### src/source/voice_fx_pkg.sv
`default_nettype none

package voice_fx_pkg;

   // signed 16-bit audio sample, two's complement
   typedef logic signed [15:0] sample_t;

   // output volume step, 0 is silent and 15 is 15/16 gain
   typedef logic [3:0] volume_t;

   // debounce and gate hold counters
   typedef logic [15:0] count_t;

   // control word from the button and knob block, 8 bits in all
   typedef struct packed {
      logic    ptt;         // talk while button 0 held
      logic    mute;        // toggled by button 1
      logic    effect;      // echo enable, toggled by button 2
      logic    noise_gate;  // gate enable, toggled by button 3
      volume_t volume;      // knob position, saturating
   } ctrl_t;

   // knob states in clockwise gray order
   typedef enum logic [1:0] {
      Q00 = 2'b00,
      Q01 = 2'b01,
      Q11 = 2'b11,
      Q10 = 2'b10
   } quad_t;

endpackage : voice_fx_pkg

`default_nettype wire
### src/source/voice_fx_top.sv
`timescale 1ns/10ps
`default_nettype none

module voice_fx_top #(
   parameter voice_fx_pkg::count_t  DEBOUNCE_CYCLES = 16'd5000, // button settle time in cycles
   parameter voice_fx_pkg::sample_t GATE_THRESHOLD  = 16'sd256, // gate opening level
   parameter voice_fx_pkg::count_t  GATE_HOLD       = 16'd4,    // gate hold in samples
   parameter int                    ECHO_DEPTH      = 16        // echo delay in samples
) (
   input  wire                        clk,
   input  wire                        rst,
   input  wire  [3:0]                 pbs,         // push-buttons
   input  wire  [1:0]                 vol,         // volume knob
   input  wire voice_fx_pkg::sample_t in_sample,
   input  wire                        in_valid,
   output voice_fx_pkg::sample_t      out_sample,
   output logic                       out_valid,
   output voice_fx_pkg::ctrl_t        status       // live control word
);

   voice_fx_pkg::ctrl_t   ctrl;         // shared by all three stages
   voice_fx_pkg::sample_t gate_sample;  // gate to echo
   logic                  gate_valid;
   voice_fx_pkg::sample_t echo_sample;  // echo to gain
   logic                  echo_valid;

   user_controls #(
      .DEBOUNCE_CYCLES (DEBOUNCE_CYCLES)
   ) i_user_controls (
      .clk  (clk),
      .rst  (rst),
      .pbs  (pbs),
      .vol  (vol),
      .ctrl (ctrl)
   );

   noise_gate #(
      .GATE_THRESHOLD (GATE_THRESHOLD),
      .GATE_HOLD      (GATE_HOLD)
   ) i_noise_gate (
      .clk        (clk),
      .rst        (rst),
      .in_sample  (in_sample),
      .in_valid   (in_valid),
      .ctrl       (ctrl),
      .out_sample (gate_sample),
      .out_valid  (gate_valid)
   );

   echo_effect #(
      .ECHO_DEPTH (ECHO_DEPTH)
   ) i_echo_effect (
      .clk        (clk),
      .rst        (rst),
      .in_sample  (gate_sample),
      .in_valid   (gate_valid),
      .ctrl       (ctrl),
      .out_sample (echo_sample),
      .out_valid  (echo_valid)
   );

   output_gain i_output_gain (
      .clk        (clk),
      .rst        (rst),
      .in_sample  (echo_sample),
      .in_valid   (echo_valid),
      .ctrl       (ctrl),
      .out_sample (out_sample),
      .out_valid  (out_valid)
   );

   assign status = ctrl;

endmodule : voice_fx_top

`default_nettype wire

### src/source/output_gain.sv
`timescale 1ns/10ps
`default_nettype none

module output_gain (
   input  wire                        clk,
   input  wire                        rst,
   input  wire voice_fx_pkg::sample_t in_sample,
   input  wire                        in_valid,
   input  wire voice_fx_pkg::ctrl_t   ctrl,
   output voice_fx_pkg::sample_t      out_sample,
   output logic                       out_valid
);

   logic signed [4:0]     gain;     // volume with a zero sign bit
   logic signed [20:0]    product;  // sample times volume, full width
   voice_fx_pkg::sample_t scaled;   // product over 16
   logic                  silent;   // muted or talk released

   assign gain    = $signed({1'b0, ctrl.volume});
   assign product = in_sample * gain;

   // divide by 16, 15/16 of full scale always fits
   assign scaled = product[19:4];

   assign silent = ctrl.mute || !ctrl.ptt;

   // stage register
   always_ff @(posedge clk, posedge rst) begin
      if (rst) begin
         out_valid <= 1'b0;
      end else begin
         out_valid <= in_valid;
      end
   end

   always_ff @(posedge clk) begin
      if (in_valid) begin
         if (silent) begin
            out_sample <= '0;
         end else begin
            out_sample <= scaled;
         end
      end
   end

endmodule : output_gain

`default_nettype wire

### src/source/echo_effect.sv
`timescale 1ns/10ps
`default_nettype none

module echo_effect #(
   parameter int ECHO_DEPTH = 16   // delay in valid samples
) (
   input  wire                        clk,
   input  wire                        rst,
   input  wire voice_fx_pkg::sample_t in_sample,
   input  wire                        in_valid,
   input  wire voice_fx_pkg::ctrl_t   ctrl,
   output voice_fx_pkg::sample_t      out_sample,
   output logic                       out_valid
);

   localparam int PTR_W = (ECHO_DEPTH > 1) ? $clog2(ECHO_DEPTH) : 1;

   voice_fx_pkg::sample_t delay_mem [ECHO_DEPTH];  // circular history of past samples
   logic [PTR_W-1:0]      wr_ptr;                  // oldest entry, overwritten next
   voice_fx_pkg::sample_t delayed;                 // sample ECHO_DEPTH valids ago
   voice_fx_pkg::sample_t echo_half;               // delayed sample at half level
   logic signed [16:0]    mix_sum;                 // one spare bit for overflow
   voice_fx_pkg::sample_t mix_sat;                 // sum clipped to sample range

   assign delayed   = delay_mem[wr_ptr];
   assign echo_half = delayed >>> 1;   // arithmetic, keeps the sign

   assign mix_sum = {in_sample[15], in_sample} + {echo_half[15], echo_half};

   // clip when the two top bits disagree
   always_comb begin
      if (mix_sum[16] != mix_sum[15]) begin
         if (mix_sum[16]) begin
            mix_sat = 16'sh8000;   // negative full scale
         end else begin
            mix_sat = 16'sh7fff;   // positive full scale
         end
      end else begin
         mix_sat = mix_sum[15:0];
      end
   end

   // delay line runs on every valid, effect on or off
   always_ff @(posedge clk, posedge rst) begin
      if (rst) begin
         wr_ptr <= '0;
         for (int i = 0; i < ECHO_DEPTH; i++) begin
            delay_mem[i] <= '0;
         end
      end else if (in_valid) begin
         delay_mem[wr_ptr] <= in_sample;   // replaces the entry just read
         if (wr_ptr == PTR_W'(ECHO_DEPTH - 1)) begin
            wr_ptr <= '0;
         end else begin
            wr_ptr <= wr_ptr + 1'b1;
         end
      end
   end

   // stage register
   always_ff @(posedge clk, posedge rst) begin
      if (rst) begin
         out_valid <= 1'b0;
      end else begin
         out_valid <= in_valid;
      end
   end

   always_ff @(posedge clk) begin
      if (in_valid) begin
         out_sample <= ctrl.effect ? mix_sat : in_sample;
      end
   end

endmodule : echo_effect

`default_nettype wire

### src/source/noise_gate.sv
`timescale 1ns/10ps
`default_nettype none

module noise_gate #(
   parameter voice_fx_pkg::sample_t GATE_THRESHOLD = 16'sd256, // loud at or above this magnitude
   parameter voice_fx_pkg::count_t  GATE_HOLD      = 16'd4     // samples kept open after a loud one
) (
   input  wire                    clk,
   input  wire                    rst,
   input  wire voice_fx_pkg::sample_t in_sample,
   input  wire                    in_valid,
   input  wire voice_fx_pkg::ctrl_t   ctrl,
   output voice_fx_pkg::sample_t  out_sample,
   output logic                   out_valid
);

   logic [15:0]          mag;        // unsigned magnitude, -32768 maps to 32768
   logic                 loud;       // sample reaches the threshold
   logic                 pass;       // sample allowed through the gate
   voice_fx_pkg::count_t hold_cnt;   // samples still open after the last loud one

   // magnitude of the incoming sample
   always_comb begin
      if (in_sample[15]) begin
         mag = $unsigned(~in_sample) + 16'd1;
      end else begin
         mag = $unsigned(in_sample);
      end
   end

   assign loud = (mag >= $unsigned(GATE_THRESHOLD));
   assign pass = loud || (hold_cnt != '0);   // hold count taken before this sample

   // hold counter tracks even with the gate off
   always_ff @(posedge clk, posedge rst) begin
      if (rst) begin
         hold_cnt <= '0;
      end else if (in_valid) begin
         if (loud) begin
            hold_cnt <= GATE_HOLD;
         end else if (hold_cnt != '0) begin
            hold_cnt <= hold_cnt - 16'd1;
         end
      end
   end

   // stage register
   always_ff @(posedge clk, posedge rst) begin
      if (rst) begin
         out_valid <= 1'b0;
      end else begin
         out_valid <= in_valid;
      end
   end

   always_ff @(posedge clk) begin
      if (in_valid) begin
         out_sample <= (!ctrl.noise_gate || pass) ? in_sample : '0;   // quiet samples go silent
      end
   end

endmodule : noise_gate

`default_nettype wire

### src/source/user_controls.sv
`timescale 1ns/10ps
`default_nettype none

module user_controls #(
   parameter voice_fx_pkg::count_t DEBOUNCE_CYCLES = 16'd5000 // stable cycles before a change counts
) (
   input  wire                  clk,
   input  wire                  rst,
   input  wire  [3:0]           pbs,   // raw push-buttons, active high
   input  wire  [1:0]           vol,   // raw quadrature knob
   output voice_fx_pkg::ctrl_t  ctrl
);

   logic [3:0]           pbs_meta;       // first sync stage
   logic [3:0]           pbs_sync;       // second sync stage, safe to use
   logic [3:0]           pbs_db;         // debounced levels
   logic [3:0]           pbs_db_prev;    // debounced levels one cycle back
   logic [3:0]           pbs_rise;       // debounced rising edges
   voice_fx_pkg::count_t db_cnt [4];     // one debounce counter per button

   logic [1:0]           vol_meta;       // first knob sync stage
   voice_fx_pkg::quad_t  vol_sync;       // current synchronized knob state
   voice_fx_pkg::quad_t  vol_prev;       // knob state one cycle back
   logic                 step_cw;        // one clockwise step seen
   logic                 step_acw;       // one anticlockwise step seen

   // two flop synchronizers for buttons and knob
   always_ff @(posedge clk, posedge rst) begin
      if (rst) begin
         pbs_meta <= '0;
         pbs_sync <= '0;
         vol_meta <= '0;
         vol_sync <= voice_fx_pkg::Q00;
         vol_prev <= voice_fx_pkg::Q00;
      end else begin
         pbs_meta <= pbs;
         pbs_sync <= pbs_meta;
         vol_meta <= vol;
         vol_sync <= voice_fx_pkg::quad_t'(vol_meta);
         vol_prev <= vol_sync;   // previous state for the step decoder
      end
   end

   // per-button debounce on the synchronized level
   always_ff @(posedge clk, posedge rst) begin
      if (rst) begin
         pbs_db <= '0;
         for (int i = 0; i < 4; i++) begin
            db_cnt[i] <= '0;
         end
      end else begin
         for (int i = 0; i < 4; i++) begin
            if (pbs_sync[i] == pbs_db[i]) begin
               db_cnt[i] <= '0;                      // input agrees, restart
            end else if (db_cnt[i] + 16'd1 >= DEBOUNCE_CYCLES) begin
               pbs_db[i] <= pbs_sync[i];              // held long enough, commit
               db_cnt[i] <= '0;
            end else begin
               db_cnt[i] <= db_cnt[i] + 16'd1;
            end
         end
      end
   end

   assign pbs_rise = pbs_db & ~pbs_db_prev;  // edge on the debounced level only

   // knob step decode, skipped states give no step
   always_comb begin
      step_cw  = 1'b0;
      step_acw = 1'b0;
      case ({vol_prev, vol_sync})
         {voice_fx_pkg::Q00, voice_fx_pkg::Q01},
         {voice_fx_pkg::Q01, voice_fx_pkg::Q11},
         {voice_fx_pkg::Q11, voice_fx_pkg::Q10},
         {voice_fx_pkg::Q10, voice_fx_pkg::Q00}: step_cw = 1'b1;
         {voice_fx_pkg::Q00, voice_fx_pkg::Q10},
         {voice_fx_pkg::Q10, voice_fx_pkg::Q11},
         {voice_fx_pkg::Q11, voice_fx_pkg::Q01},
         {voice_fx_pkg::Q01, voice_fx_pkg::Q00}: step_acw = 1'b1;
         default: ;                                   // no move or an illegal jump
      endcase
   end

   // toggles, ptt level and saturating volume
   always_ff @(posedge clk, posedge rst) begin
      if (rst) begin
         pbs_db_prev <= '0;
         ctrl        <= '0;
      end else begin
         pbs_db_prev     <= pbs_db;
         ctrl.ptt        <= pbs_db[0];                      // level, not a toggle
         ctrl.mute       <= ctrl.mute ^ pbs_rise[1];
         ctrl.effect     <= ctrl.effect ^ pbs_rise[2];
         ctrl.noise_gate <= ctrl.noise_gate ^ pbs_rise[3];
         if (step_cw && ctrl.volume != 4'd15) begin
            ctrl.volume <= ctrl.volume + 4'd1;              // stops at full scale
         end else if (step_acw && ctrl.volume != 4'd0) begin
            ctrl.volume <= ctrl.volume - 4'd1;              // stops at silence
         end
      end
   end

endmodule : user_controls

`default_nettype wire

### config.mk
export PLATFORM = sky130hd
export DESIGN_NAME = voice_fx_top
export DESIGN_NICKNAME = d
export VERILOG_FILES = /design/src/source/voice_fx_pkg.sv /design/src/source/voice_fx_top.sv /design/src/source/output_gain.sv /design/src/source/echo_effect.sv /design/src/source/noise_gate.sv /design/src/source/user_controls.sv
export SDC_FILE = /design/constraint.sdc
export NUM_CORES = 1
export LEC_CHECK = 0
export BUFFER_PORTS_ARGS = -buffer_cell sky130_fd_sc_hd__clkbuf_2
export CAP_MARGIN = 20
export CELL_PAD_IN_SITES_DETAIL_PLACEMENT = 2
export CELL_PAD_IN_SITES_GLOBAL_PLACEMENT = 2
export CORE_MARGIN = 2
export CORE_UTILIZATION = 39
export CTS_CLUSTER_DIAMETER = 50
export DETAILED_ROUTE_END_ITERATION = 16
export PLACE_DENSITY = 0.86
export SYNTH_ARGS = -nofsm -noshare
export SYNTH_HDL_FRONTEND = slang
export SYNTH_SLANG_ARGS = --single-unit
### constraint.sdc
create_clock -name clk -period 13.1 [get_ports clk]
set_clock_uncertainty 0.15 [all_clocks]
set_input_delay 2.62 -clock clk [delete_from_list [all_inputs] [get_ports clk]]
set_output_delay 2.62 -clock clk [all_outputs]
set_load 0.02 [all_outputs]
Word-level counts from Yosys, hierarchy flattened
Index checks and enable logic that the tools add are counted.
{ "word_totals": {"romBits": 0, "mem_bits_rw": 0, "reg_bits": 421, "word_cells": 131, "n_memories": 0, "latchBits": 0} }
{ "classes": {"addsub": 10, "mux": 25, "n_eq_ne": 15, "bitwise": 11, "div": 0, "multipliers": 1, "n_shift": 0, "reduce_logical": 19, "magnitude_cmp": 7} }
{ "op_table": {"columns": ["cell", "n"], "rows": [
  ["16-bit 2-to-1 mux", 17],
  ["256-bit bitwise mux", 1],
  ["16-bit by 1-bit adder with 16-bit output (second input constant)", 5],
  ["16-bit binary-select mux with 4-bit select", 1],
  ["16-bit demux with 4-bit select", 1],
  ["16-bit by 13-bit >= comparator with 1-bit output (second input constant)", 4],
  ["4-bit equality test (second input constant)", 5],
  ["16-bit by 5-bit multiplier with 20-bit output", 1],
  ["16-bit by 15-bit adder with 17-bit output", 1],
  ["16-bit by 9-bit >= comparator with 1-bit output (second input constant)", 1],
  ["16-bit inverter", 1],
  ["16-bit nonzero test", 1],
  ["16-bit by 1-bit subtractor with 16-bit output (second input constant)", 1],
  ["4-bit 2-to-1 mux", 3],
  ["2-bit AND reduction", 5],
  ["4-bit by 1-bit adder with 4-bit output (second input constant)", 2],
  ["4-bit by 3-bit equality test with 1-bit output (second input constant)", 2],
  ["4-bit OR reduction", 2],
  ["5-bit >= comparator (second input constant)", 1],
  ["5-bit by 1-bit less-than comparator with 1-bit output (second input constant)", 1],
  ["4-bit inverter with 5-bit output", 1],
  ["4-bit bitwise AND", 1],
  ["1-bit equality test", 4],
  ["4-bit by 1-bit equality test with 1-bit output (second input constant)", 1],
  ["13 further kinds", 25]
]} }

Longest topological paths before layout
Gate-level depths: netlist of the first run.
{ "depth": {"ltp_word": 8, "ltp_mapped": 17, "ltp_nobuf": 15} }

Cells and area by module
Synthesis of the first run repeated with hierarchy kept, for this count alone.
{ "unflattened": {"cells_unflattened": 1840, "area_unflattened_um2": 21921.0} }
{ "modules_own_cells": {"columns": ["module", "instances", "seq_area_each_um2", "cells_per_inst", "area_per_inst_um2"], "rows": [
  ["echo_effect", 1, 6611.3, 874, 12534.5],
  ["user_controls", 1, 2327.2, 440, 4541.9],
  ["output_gain", 1, 505.5, 332, 2897.8],
  ["noise_gate", 1, 905.9, 194, 1946.9]
]} }

Worst setup path after synthesis of the first run
OpenSTA, ideal clock, no wires.
{ "synth_path": {"path_kind": "in2reg", "startpoint": "input port in_sample[0]", "endpoint": "register i_noise_gate.out_sample[10], data pin", "setup_ns": 0.255, "arrival_ns": 4.624, "path_buffers": 1, "stages": 9, "slack_ns": 8.071, "path_cell_list": "or4_1 > or3_1 > o31ai_1 > o2bb2ai_2 > nand3_4 > nor2_4 > nand2_2 > buf_6 > and2_1"} }
{ "synth_between": {"elab_chain_cells": 6} }
{ "synth_rtl": {"columns": ["item", "line_no", "source"], "rows": [
  ["start, declared", "voice_fx_top.sv:14", "input wire voice_fx_pkg::sample_t in_sample,"],
  ["16-bit inverter", "noise_gate.sv:25", "mag = $unsigned(~in_sample) + 16'd1;"],
  ["16-bit by 1-bit adder with 16-bit output", "noise_gate.sv:25", null],
  ["16-bit 2-to-1 mux (*)", "noise_gate.sv:24", "if (in_sample[15]) begin"],
  ["16-bit by 9-bit >= comparator with 1-bit output (*)", "noise_gate.sv:31", "assign loud = (mag >= $unsigned(GATE_THRESHOLD));"],
  ["1-bit logical OR (*)", "noise_gate.sv:32", "assign pass = loud || (hold_cnt != '0);"],
  ["1-bit logical OR (*)", "noise_gate.sv:58", "out_sample <= (!ctrl.noise_gate || pass) ? in_sample : '0;"],
  ["end signal, assigned", "noise_gate.sv:58", null],
  ["end, declared", "noise_gate.sv:13", "output voice_fx_pkg::sample_t out_sample,"]
]} }
Every way passes the cells marked *; elsewhere a longest branch is shown, timed or not.
A chain may end at the register's enable or synchronous reset.

Worst setup path in the final report of the first run
{ "layout_path": {"startpoint": "register i_echo_effect.wr_ptr[0]", "endpoint": "register i_echo_effect.out_sample[2], data pin"} }
{ "layout_between": {"elab_chain_cells": 8, "elab_cells_between_ends": 9} }
{ "layout_rtl": {"columns": ["item", "line_no", "source"], "rows": [
  ["start, declared", "echo_effect.sv:19", "logic [PTR_W-1:0] wr_ptr;"],
  ["start signal, assigned", "echo_effect.sv:55", "wr_ptr <= wr_ptr + 1'b1;"],
  ["4-bit inverter with 5-bit output (not written as such) (*)", "echo_effect.sv:25", "assign delayed = delay_mem[wr_ptr];"],
  ["16-bit binary-select mux with 4-bit select (*)", "echo_effect.sv:25", null],
  ["16-bit 2-to-1 mux (not written as such) (*) (2 in a row)", "echo_effect.sv:25", null],
  ["16-bit by 15-bit adder with 17-bit output (*)", "echo_effect.sv:28", "assign mix_sum = {in_sample[15], in_sample} + {echo_half[15], echo_half};"],
  ["16-bit 2-to-1 mux / 1-bit != test (equally long branches)", "echo_effect.sv:33, echo_effect.sv:32", null],
  ["16-bit 2-to-1 mux (*)", "echo_effect.sv:32", "if (mix_sum[16] != mix_sum[15]) begin"],
  ["16-bit 2-to-1 mux (*)", "echo_effect.sv:71", "out_sample <= ctrl.effect ? mix_sat : in_sample;"],
  ["end signal, assigned", "echo_effect.sv:71", null],
  ["end, declared", "echo_effect.sv:12", "output voice_fx_pkg::sample_t out_sample,"]
]} }
Every way passes the cells marked *; elsewhere a longest branch is shown, timed or not. The select of a mux whose other input is x is not followed.

==> qor.yml, run 1 <==
synth:
  synth_top_cell_area_share_pct: 42.00
  synth-seq-cells: 404
  async_reset_ff_share_pct: 88.12
  ys_types: 76
  yosys_warnings: 0
  yosysSeqAreaShare_pct: 48.80
  synth_top_cell_by_area: "dfrtp_1"
  synth_area_mm2: 0.02121
  avgSynthCellArea_um2: 11.61
  synth_ff_type: "dfrtp_1"
  synth-edff-count: 48
  synthTopCellsByArea: "dfrtp_1 42%, mux2_2 8.8%, mux4_2 8.0%"
  synth_cells: 1827
clock_network:
  cts_tree: "yes"
  post_cts_resized: 0
  post-cts-setup-buffers: 0
  clk_latency_ps: 630
  root_buffer: "clkbuf_16"
  cts_buffer_depth: 3
  path_clk_slew_ps: 60
  cts_hold_buf: 0
  clock_sinks: 404
  h-tree-depth: 2
  cts_inserted_buffers: 55
drt:
  dr.pass1.iters: 5
  drt_iter0_drc: 906
  ant_nets: 0
  dr_total_vias: 14900
  vias_per_cell: 5.719
  drc_errors: 0
  wire_per_inst_um: 24.81
  wirelength_um: 64640
global_route:
  grt_pass1_vias: 17310
  grt_use_met2_pct: 42.66
  grt_pass1_wl_um: 102100
  use_met3_pct: 3.983
  grt_max_degree: 186
  grtUsageMet1_pct: 26.95
  antenna_found_initial: 0
  top_usage_layer: "met2"
  grtUsageTotal_pct: 23.48
  overflow: 0
power:
  powerDensity_mw_per_mm2: 302.6
  p_leak_nw: 10.37
  peakVddDrop_v: 0.0001468
  finalPower_mw: 7.261
layout:
  final_cell_mix: "354 x dfrtp_1, 165 x mux2_2, 154 x nand2_1"
  syn_to_final_growth_pct: 13.13
  antenna_cells: 0
  nets: 1987
  nFillCells: 5374
  layout_commonest_cell: "dfrtp_1"
  final_layout_size_suffix_gt1_share_pct: 22.11
sta:
  period_needed_ps: 5936
  setup_ws_ps: 7164
  tightest_slew_ps: 1092
  period_share_pct: 45.31
  clock.fmax_mhz: 168.5
  rsz0062_at_grt: "false"
  setup_viol: 0
  setup_tns_ps: 0
  finalHoldViolations: 0
  relSlewSlack_pct: 27.19
  slew_viol_final: 0
job:
  maxCapViolations: 0
critical_path:
  endpoint_kind: "flop"
  worstPathArrival_ps: 6160
  reg2regPathDepth: 13
  required_ps: 13330
  worstSetupPathType: "reg2reg"
  cp_top_family: "compound AO/OA/AOI/OAI gates"
  critPathMaxFanout: 36
  r2r-end: "i_echo_effect.out_sample[2]"
  path_buf_inv: 2
  max_stage_delay_ps: 970
  cpMaxStageDelayCell: "dfrtp_4"
  crit_chain: "buf_4, mux4_2, mux4_2, ha_1, a211oi_1, nor2_1, o41ai_1, a211oi_2, a31oi_1, o311ai_2, buf_4, maj3_1, mux2_2"
  reg2reg_from: "i_echo_effect.wr_ptr[0]"
  crit_path_start_kind: "flop"
  reg2reg_slack_ps: 7160
die:
  die_h_um: 237.2
  io_pins: 50
  start_util_pct: 39.41
  core_mm2: 0.05381
  die_w_um: 237.2
  fp-row-count: 85
  dieArea_mm2: 0.05627
min_path:
  hold_path_end: "i_user_controls.pbs_sync[2]"
  hold_depth: 0
  hold_start: "i_user_controls.pbs_meta[2]"
  hp-class: "reg2reg"
run_status:
  status: "completed"
place:
  dp_slack_ps: 7302
  port_buffers: 49
  dp_hpwl_um: 42290
  gp_congestion: 0.8605
state kept, by name (all words and copies together) (netlist names):
register                     cells
i_echo_effect.out_sample        16
i_output_gain.out_valid          1
i_user_controls.vol_meta         2
i_user_controls.pbs_meta         4
i_user_controls.ctrl             7
i_echo_effect.delay_mem        240
i_noise_gate.out_sample         16
i_user_controls.vol_prev         2
i_user_controls.pbs_sync         4
i_echo_effect.wr_ptr             4
i_user_controls.db_cnt          64
i_user_controls.pbs_db_prev      4
i_echo_effect.out_valid          1
i_user_controls.pbs_db           4
i_noise_gate.hold_cnt           16
i_user_controls.vol_sync         2
i_noise_gate.out_valid           1
i_output_gain.out_sample        16
worst max path at each step:
| stage | startpoint | end | depth (start not counted) |
|---|---|---|---|
| after floorplan | rst | i_echo_effect.delay_mem[100] | 1 |
| after global placement | i_echo_effect.wr_ptr[0] | i_echo_effect.out_sample[9] | 13 |
| after detailed placement | i_echo_effect.wr_ptr[0] | i_echo_effect.out_sample[2] | 13 |
| after CTS | i_echo_effect.wr_ptr[0] | i_echo_effect.out_sample[2] | 13 |
| after global routing | i_echo_effect.wr_ptr[0] | i_echo_effect.out_sample[2] | 13 |
| final | i_echo_effect.wr_ptr[0] | i_echo_effect.out_sample[2] | 13 |
metrics by stage:
step                      std cells  cell area, um^2  hold WS (ps)  util, %
after floorplan                1838            21250         181.2        -
after global placement         2501            22170         198.2    41.20
after detailed placement       2501            22170         187.8    41.20
after CTS                      2604            23990         200.8    44.58
after global routing           2605            24000         210.3    44.59
final                          2605            24000         196.5    44.59
cells in the mapped netlist (5+ instances only):
cell      instances
mux4_2           75
buf_1            10
nor4_1            7
o31ai_1           5
dfrtp_1         356
fa_1             33
xor2_1           43
nand3_1          39
a32oi_1           5
edfxtp_1         48
xnor2_1          48
nor2b_1           7
clkbuf_1         95
nor3_1           27
ha_1             66
a41oi_1           5
and3_1           24
a21oi_1          46
nand2_1         154
mux2_2          165
o21ai_1           9
mux2i_1           7
and2_1           67
o22ai_1          15
or3_1             7
nand2b_1          7
nand4_1          16
a31oi_1          14
o21ai_0         119
inv_1            99
o21a_1            8
and4_1            7
nor2_1          117
a21o_1           12
logic make-up (layout without fill, tap and decap cells):
| group | after synthesis | count (layout) | synth area share [%] |
|---|---|---|---|
| muxes | 249 | 249 | 17.16 |
| other | 1 | 12 | 0.01768 |
| xor gates and xnor gates | 91 | 91 | 3.758 |
| and+or+nand+nor | 504 | 504 | 11.72 |
| adders and majority gates | 102 | 102 | 7.150 |
| AOI/OAI and AO/OA | 269 | 269 | 7.681 |
| buffers and inverters | 207 | 278 | 3.722 |
| DFF | 404 | 404 | 48.80 |
power breakdown:
| part | total (mW) | internal, mW | switching (mW) |
|---|---|---|---|
| clock | 1.50 | 0.884 | 0.619 |
| combinational | 3.64 | 1.61 | 2.03 |
| sequential | 2.12 | 1.75 | 0.370 |
| total | 7.26 | 4.24 | 3.02 |
cell type report:
class / count / area, um^2 / share of cell area [%]
well taps: 696 / 870.8 / 3.629
flip-flops and latches: 404 / 10350 / 43.15
clock buffers: 68 / 1468 / 6.116
repair buffers: 76 / 460.4 / 1.919
multi-input cells: 1227 / 10110 / 42.14
inverters: 99 / 379.1 / 1.580
clock inverters: 35 / 350.3 / 1.460
worst register-to-register path, cell delays in order, from the launching register on:
cell	delay, ps
dfrtp_4	970
buf_4	620
mux4_2	650
mux4_2	500
ha_1	280
a211oi_1	230
nor2_1	130
o41ai_1	530
a211oi_2	230
a31oi_1	370
o311ai_2	140
buf_4	240
maj3_1	370
mux2_2	280
routing by layer:
metal / vias up / share of wire (%)
li1: 6511 / -
met1: 7840 / 39
met2: 367 / 52
met3: 179 / 4.1
met4: 0 / 4.5
met5: - / 0
No activity file was read; power rests on OpenSTA's default activity.
==> run 2: changes to the inputs <==
==> constraint.sdc (replaced) <==
create_clock -name clk -period 4.8 [get_ports clk]
set_clock_uncertainty 0.15 [all_clocks]
set_input_delay 0.96 -clock clk [delete_from_list [all_inputs] [get_ports clk]]
set_output_delay 0.96 -clock clk [all_outputs]
set_load 0.02 [all_outputs]
==> run 2 against run 1 <==
Compared with the run above:
- the run now ends with setup timing left
- count of clock-buffer cells in the layout grew 3
- final area grew 2.1%
- maximum frequency grew 20%
- setup slack lost 7300 ps
- worst hold slack gained 13 ps
- clock power grew to 2.8 times the previous value
- sequential cell count is the same
- critical path depth is the same
- cell count grew 1.2%
- via count grew 5.6%
- largest cell class unchanged
==> qor.yml, run 2 (same netlist as run 1, synthesis figures left out) <==
layout:
  syn_to_final_growth_pct: 15.53  # was 13.13%
  instances_no_fill: 2635  # was 2,605
  top_register: "i_echo_effect.delay_mem"  # unchanged
  nFillCells: 5248  # was 5,374
  antenna_cells: 0  # unchanged
  largest_reg_flops: 240  # unchanged
  final_layout_size_suffix_gt1_share_pct: 23.93  # was 22.11%
  nets: 2017  # was 1,987
  final_cell_mix: "354 x dfrtp_1, 165 x mux2_2, 154 x nand2_1"  # unchanged
  layout_commonest_cell: "dfrtp_1"  # unchanged
  top_regs: "i_echo_effect.delay_mem (240), i_user_controls.db_cnt (64)"  # unchanged
power:
  power_frac_comb_pct: 53.3  # was 50.2%
  p_switching_mw: 9.441  # was 3.022 mW
  p_leak_nw: 10.64  # was 10.37 nW
  peakVddDrop_v: 0.0004747  # was 0.0001468 V
  p_clk_share_pct: 19.3  # was 20.7%
  p_seq_share_pct: 27.4  # was 29.1%
  p_int_mw: 12.01  # was 4.240 mW
  switching_share_pct: 44.01  # was 41.61%
  powerDensity_mw_per_mm2: 875.4  # was 302.6 mW/mm^2
sta:
  setup_viol: 10  # was 0
  period_needed_ps: 4950  # was 5936 ps
  finalHoldViolations: 0  # unchanged
  clock.fmax_mhz: 202.0  # was 168.5 MHz
  setup_ws_ps: -150.3  # was 7164 ps
  rsz0062_at_grt: "true"  # was false
  slew_viol_final: 0  # unchanged
  tightest_slew_ps: 1236  # was 1092 ps
  relSlewSlack_pct: 17.57  # was 27.19%
  period_share_pct: 103.1  # was 45.31%
clock_network:
  root_buffer: "clkbuf_16"  # unchanged
  cts_hold_buf: 0  # unchanged
  cts_inserted_buffers: 55  # unchanged
  path_clk_slew_ps: 60  # about the same
  cts_buffer_depth: 3  # unchanged
  cts_tree: "yes"  # unchanged
  clk_latency_ps: 640  # was 630 ps
  clock_sinks: 404  # unchanged
  h-tree-depth: 2  # unchanged
place:
  gp_congestion: 0.8847  # was 0.8605
  dp_slack_ps: -48.95  # was 7302 ps
  dp_hpwl_um: 44120  # was 42,290 um
  port_buffers: 49  # unchanged
  dp_cells: 2512  # was 2,501
drt:
  drc_errors: 0  # unchanged
  vias_per_cell: 5.969  # was 5.719
  drt_iter0_drc: 1165  # was 906
  dr.pass1.iters: 5  # unchanged
  wirelength_um: 75160  # was 64,640 um
  wire_per_inst_um: 28.53  # was 24.81 um
  dr_total_vias: 15730  # was 14,900
  ant_nets: 0  # unchanged
critical_path:
  crit_path_start_kind: "flop"  # unchanged
  max_stage_delay_ps: 570  # was 970 ps
  critPathMaxFanout: 7  # was 36
  crit_start: "i_echo_effect.wr_ptr[0]"  # unchanged
  worstSetupPathType: "reg2reg"  # unchanged
  crit_chain: "buf_4, mux4_2, mux4_2, ha_1, a211oi_2, nor2_2, o41ai_4, a211oi_2, buf_4, a31oi_4, o311ai_4, maj3_1, mux2_2"  # was buf_4, mux4_2, mux4_2, ha_1, a211oi_1, nor2_1, o41ai_1, a211oi_2, a31oi_1, o311ai_2, buf_4, maj3_1, mux2_2
  reg2reg_from: "i_echo_effect.wr_ptr[0]"  # unchanged
  worstPathArrival_ps: 5160  # was 6160 ps
  required_ps: 5010  # was 13,330 ps
  cpMaxStageDelayCell: "mux4_2"  # was dfrtp_4
  endpoint_kind: "flop"  # unchanged
die:
  io_pins: 50  # unchanged
  dieArea_mm2: 0.05627  # unchanged
  die_h_um: 237.2  # unchanged
  die_w_um: 237.2  # unchanged
  fp-row-count: 85  # unchanged
  start_util_pct: 39.41  # unchanged
  core_mm2: 0.05381  # unchanged
global_route:
  grt_pass1_vias: 17820  # was 17,310
  grt_max_degree: 190  # was 186
  overflow: 0  # unchanged
  grt_pass1_wl_um: 110300  # was 102,100 um
  antenna_found_initial: 0  # unchanged
  grtUsageTotal_pct: 25.53  # was 23.48%
min_path:
  hp-class: "reg2reg"  # unchanged
  hold_start: "i_user_controls.pbs_meta[3]"  # was i_user_controls.pbs_meta[2]
run_status:
  violations: "setup timing"
  status: "complete, but fails checks"  # was completed
job:
  maxCapViolations: 0  # unchanged
run 2: cell types whose count changed in the layout (fill, tap and decap cells not counted), moves of 4 or more:
cell | previous run | this run
buf_4 | 26 | 42
buf_16 | 0 | 5
o21ai_0 | 119 | 115
buf_12 | 1 | 5
clkinvlp_4 | 8 | 4
clkinv_2 | 5 | 9
run 2: layout make-up:
type	instances	area (um^2)	share of cell area (%)
sequential	404	10350	42.26
multi-input combinational	1227	10230	41.75
clock buffer	71	1478	6.030
tap	696	870.8	3.554
timing repair buffer	106	859.6	3.508
inverter	99	375.4	1.532
clock inverter	32	335.3	1.368
run 2: routing by layer:
metal | share of wire [%] | track usage [%]
met1 | 37 | 29.43
met2 | 52 | 46.40
met4 | 5.8 | 12.16
met5 | 0 | 0
met3 | 5.1 | 3.925
run 2: worst paths after layout:
check,depth (start not counted),endpoint,slack [ps]
setup / recovery,13,i_echo_effect.out_sample[2],-150
hold / removal,0,i_user_controls.pbs_sync[3],210
setup reg to reg,13,i_echo_effect.out_sample[2],-150
hold reg to reg,0,i_user_controls.pbs_sync[3],210
max in group asynchronous,3,i_echo_effect.wr_ptr[0],3030
min in group asynchronous,3,i_user_controls.db_cnt[38],380
run 2: repair_timing:
| action | in CTS | in global routing |
|---|---|---|
| endpoints found under the setup margin | 16 | 15 |
| gates resized for setup | 7 | 17 |
| pin swaps | 1 | 5 |
| buffers inserted | 4 | 8 |
run 2: power by group through the flow:
stage	logic (mW)	registers (mW)	clock network [mW]
detailed placement	10.1	5.76	0
CTS	10.8	5.80	4.19
global route	12.3	5.98	4.34
global placement	9.14	5.57	0
floorplan	7.23	5.35	0
finish	11.4	5.88	4.15
run 2: stage by stage:
stage / hold slack [ps] / utilization [%] / TNS [ps] / power, mW / cell area [um^2]
6_report: 209.1 / 45.54 / -702.0 / 21.45 / 24500
2_1_floorplan: 181.2 / - / -384600 / 12.58 / 21260
3_3_place_gp: 185.5 / 41.41 / 0 / 14.71 / 22280
5_1_grt: 212.2 / 45.54 / -1395 / 22.64 / 24500
3_5_place_dp: 199.0 / 41.51 / -69.67 / 15.88 / 22340
4_1_cts: 210.8 / 45.01 / 0 / 20.77 / 24220
run 2: critical path, delay by kind of cell, from the launching register on:
kind | cells | cell delay, ps
compound gates | 5 | 1300
fa+ha+maj | 2 | 800
buf+inv | 2 | 360
flops | 1 | 520
mux | 3 | 1410
simple gates | 1 | 130
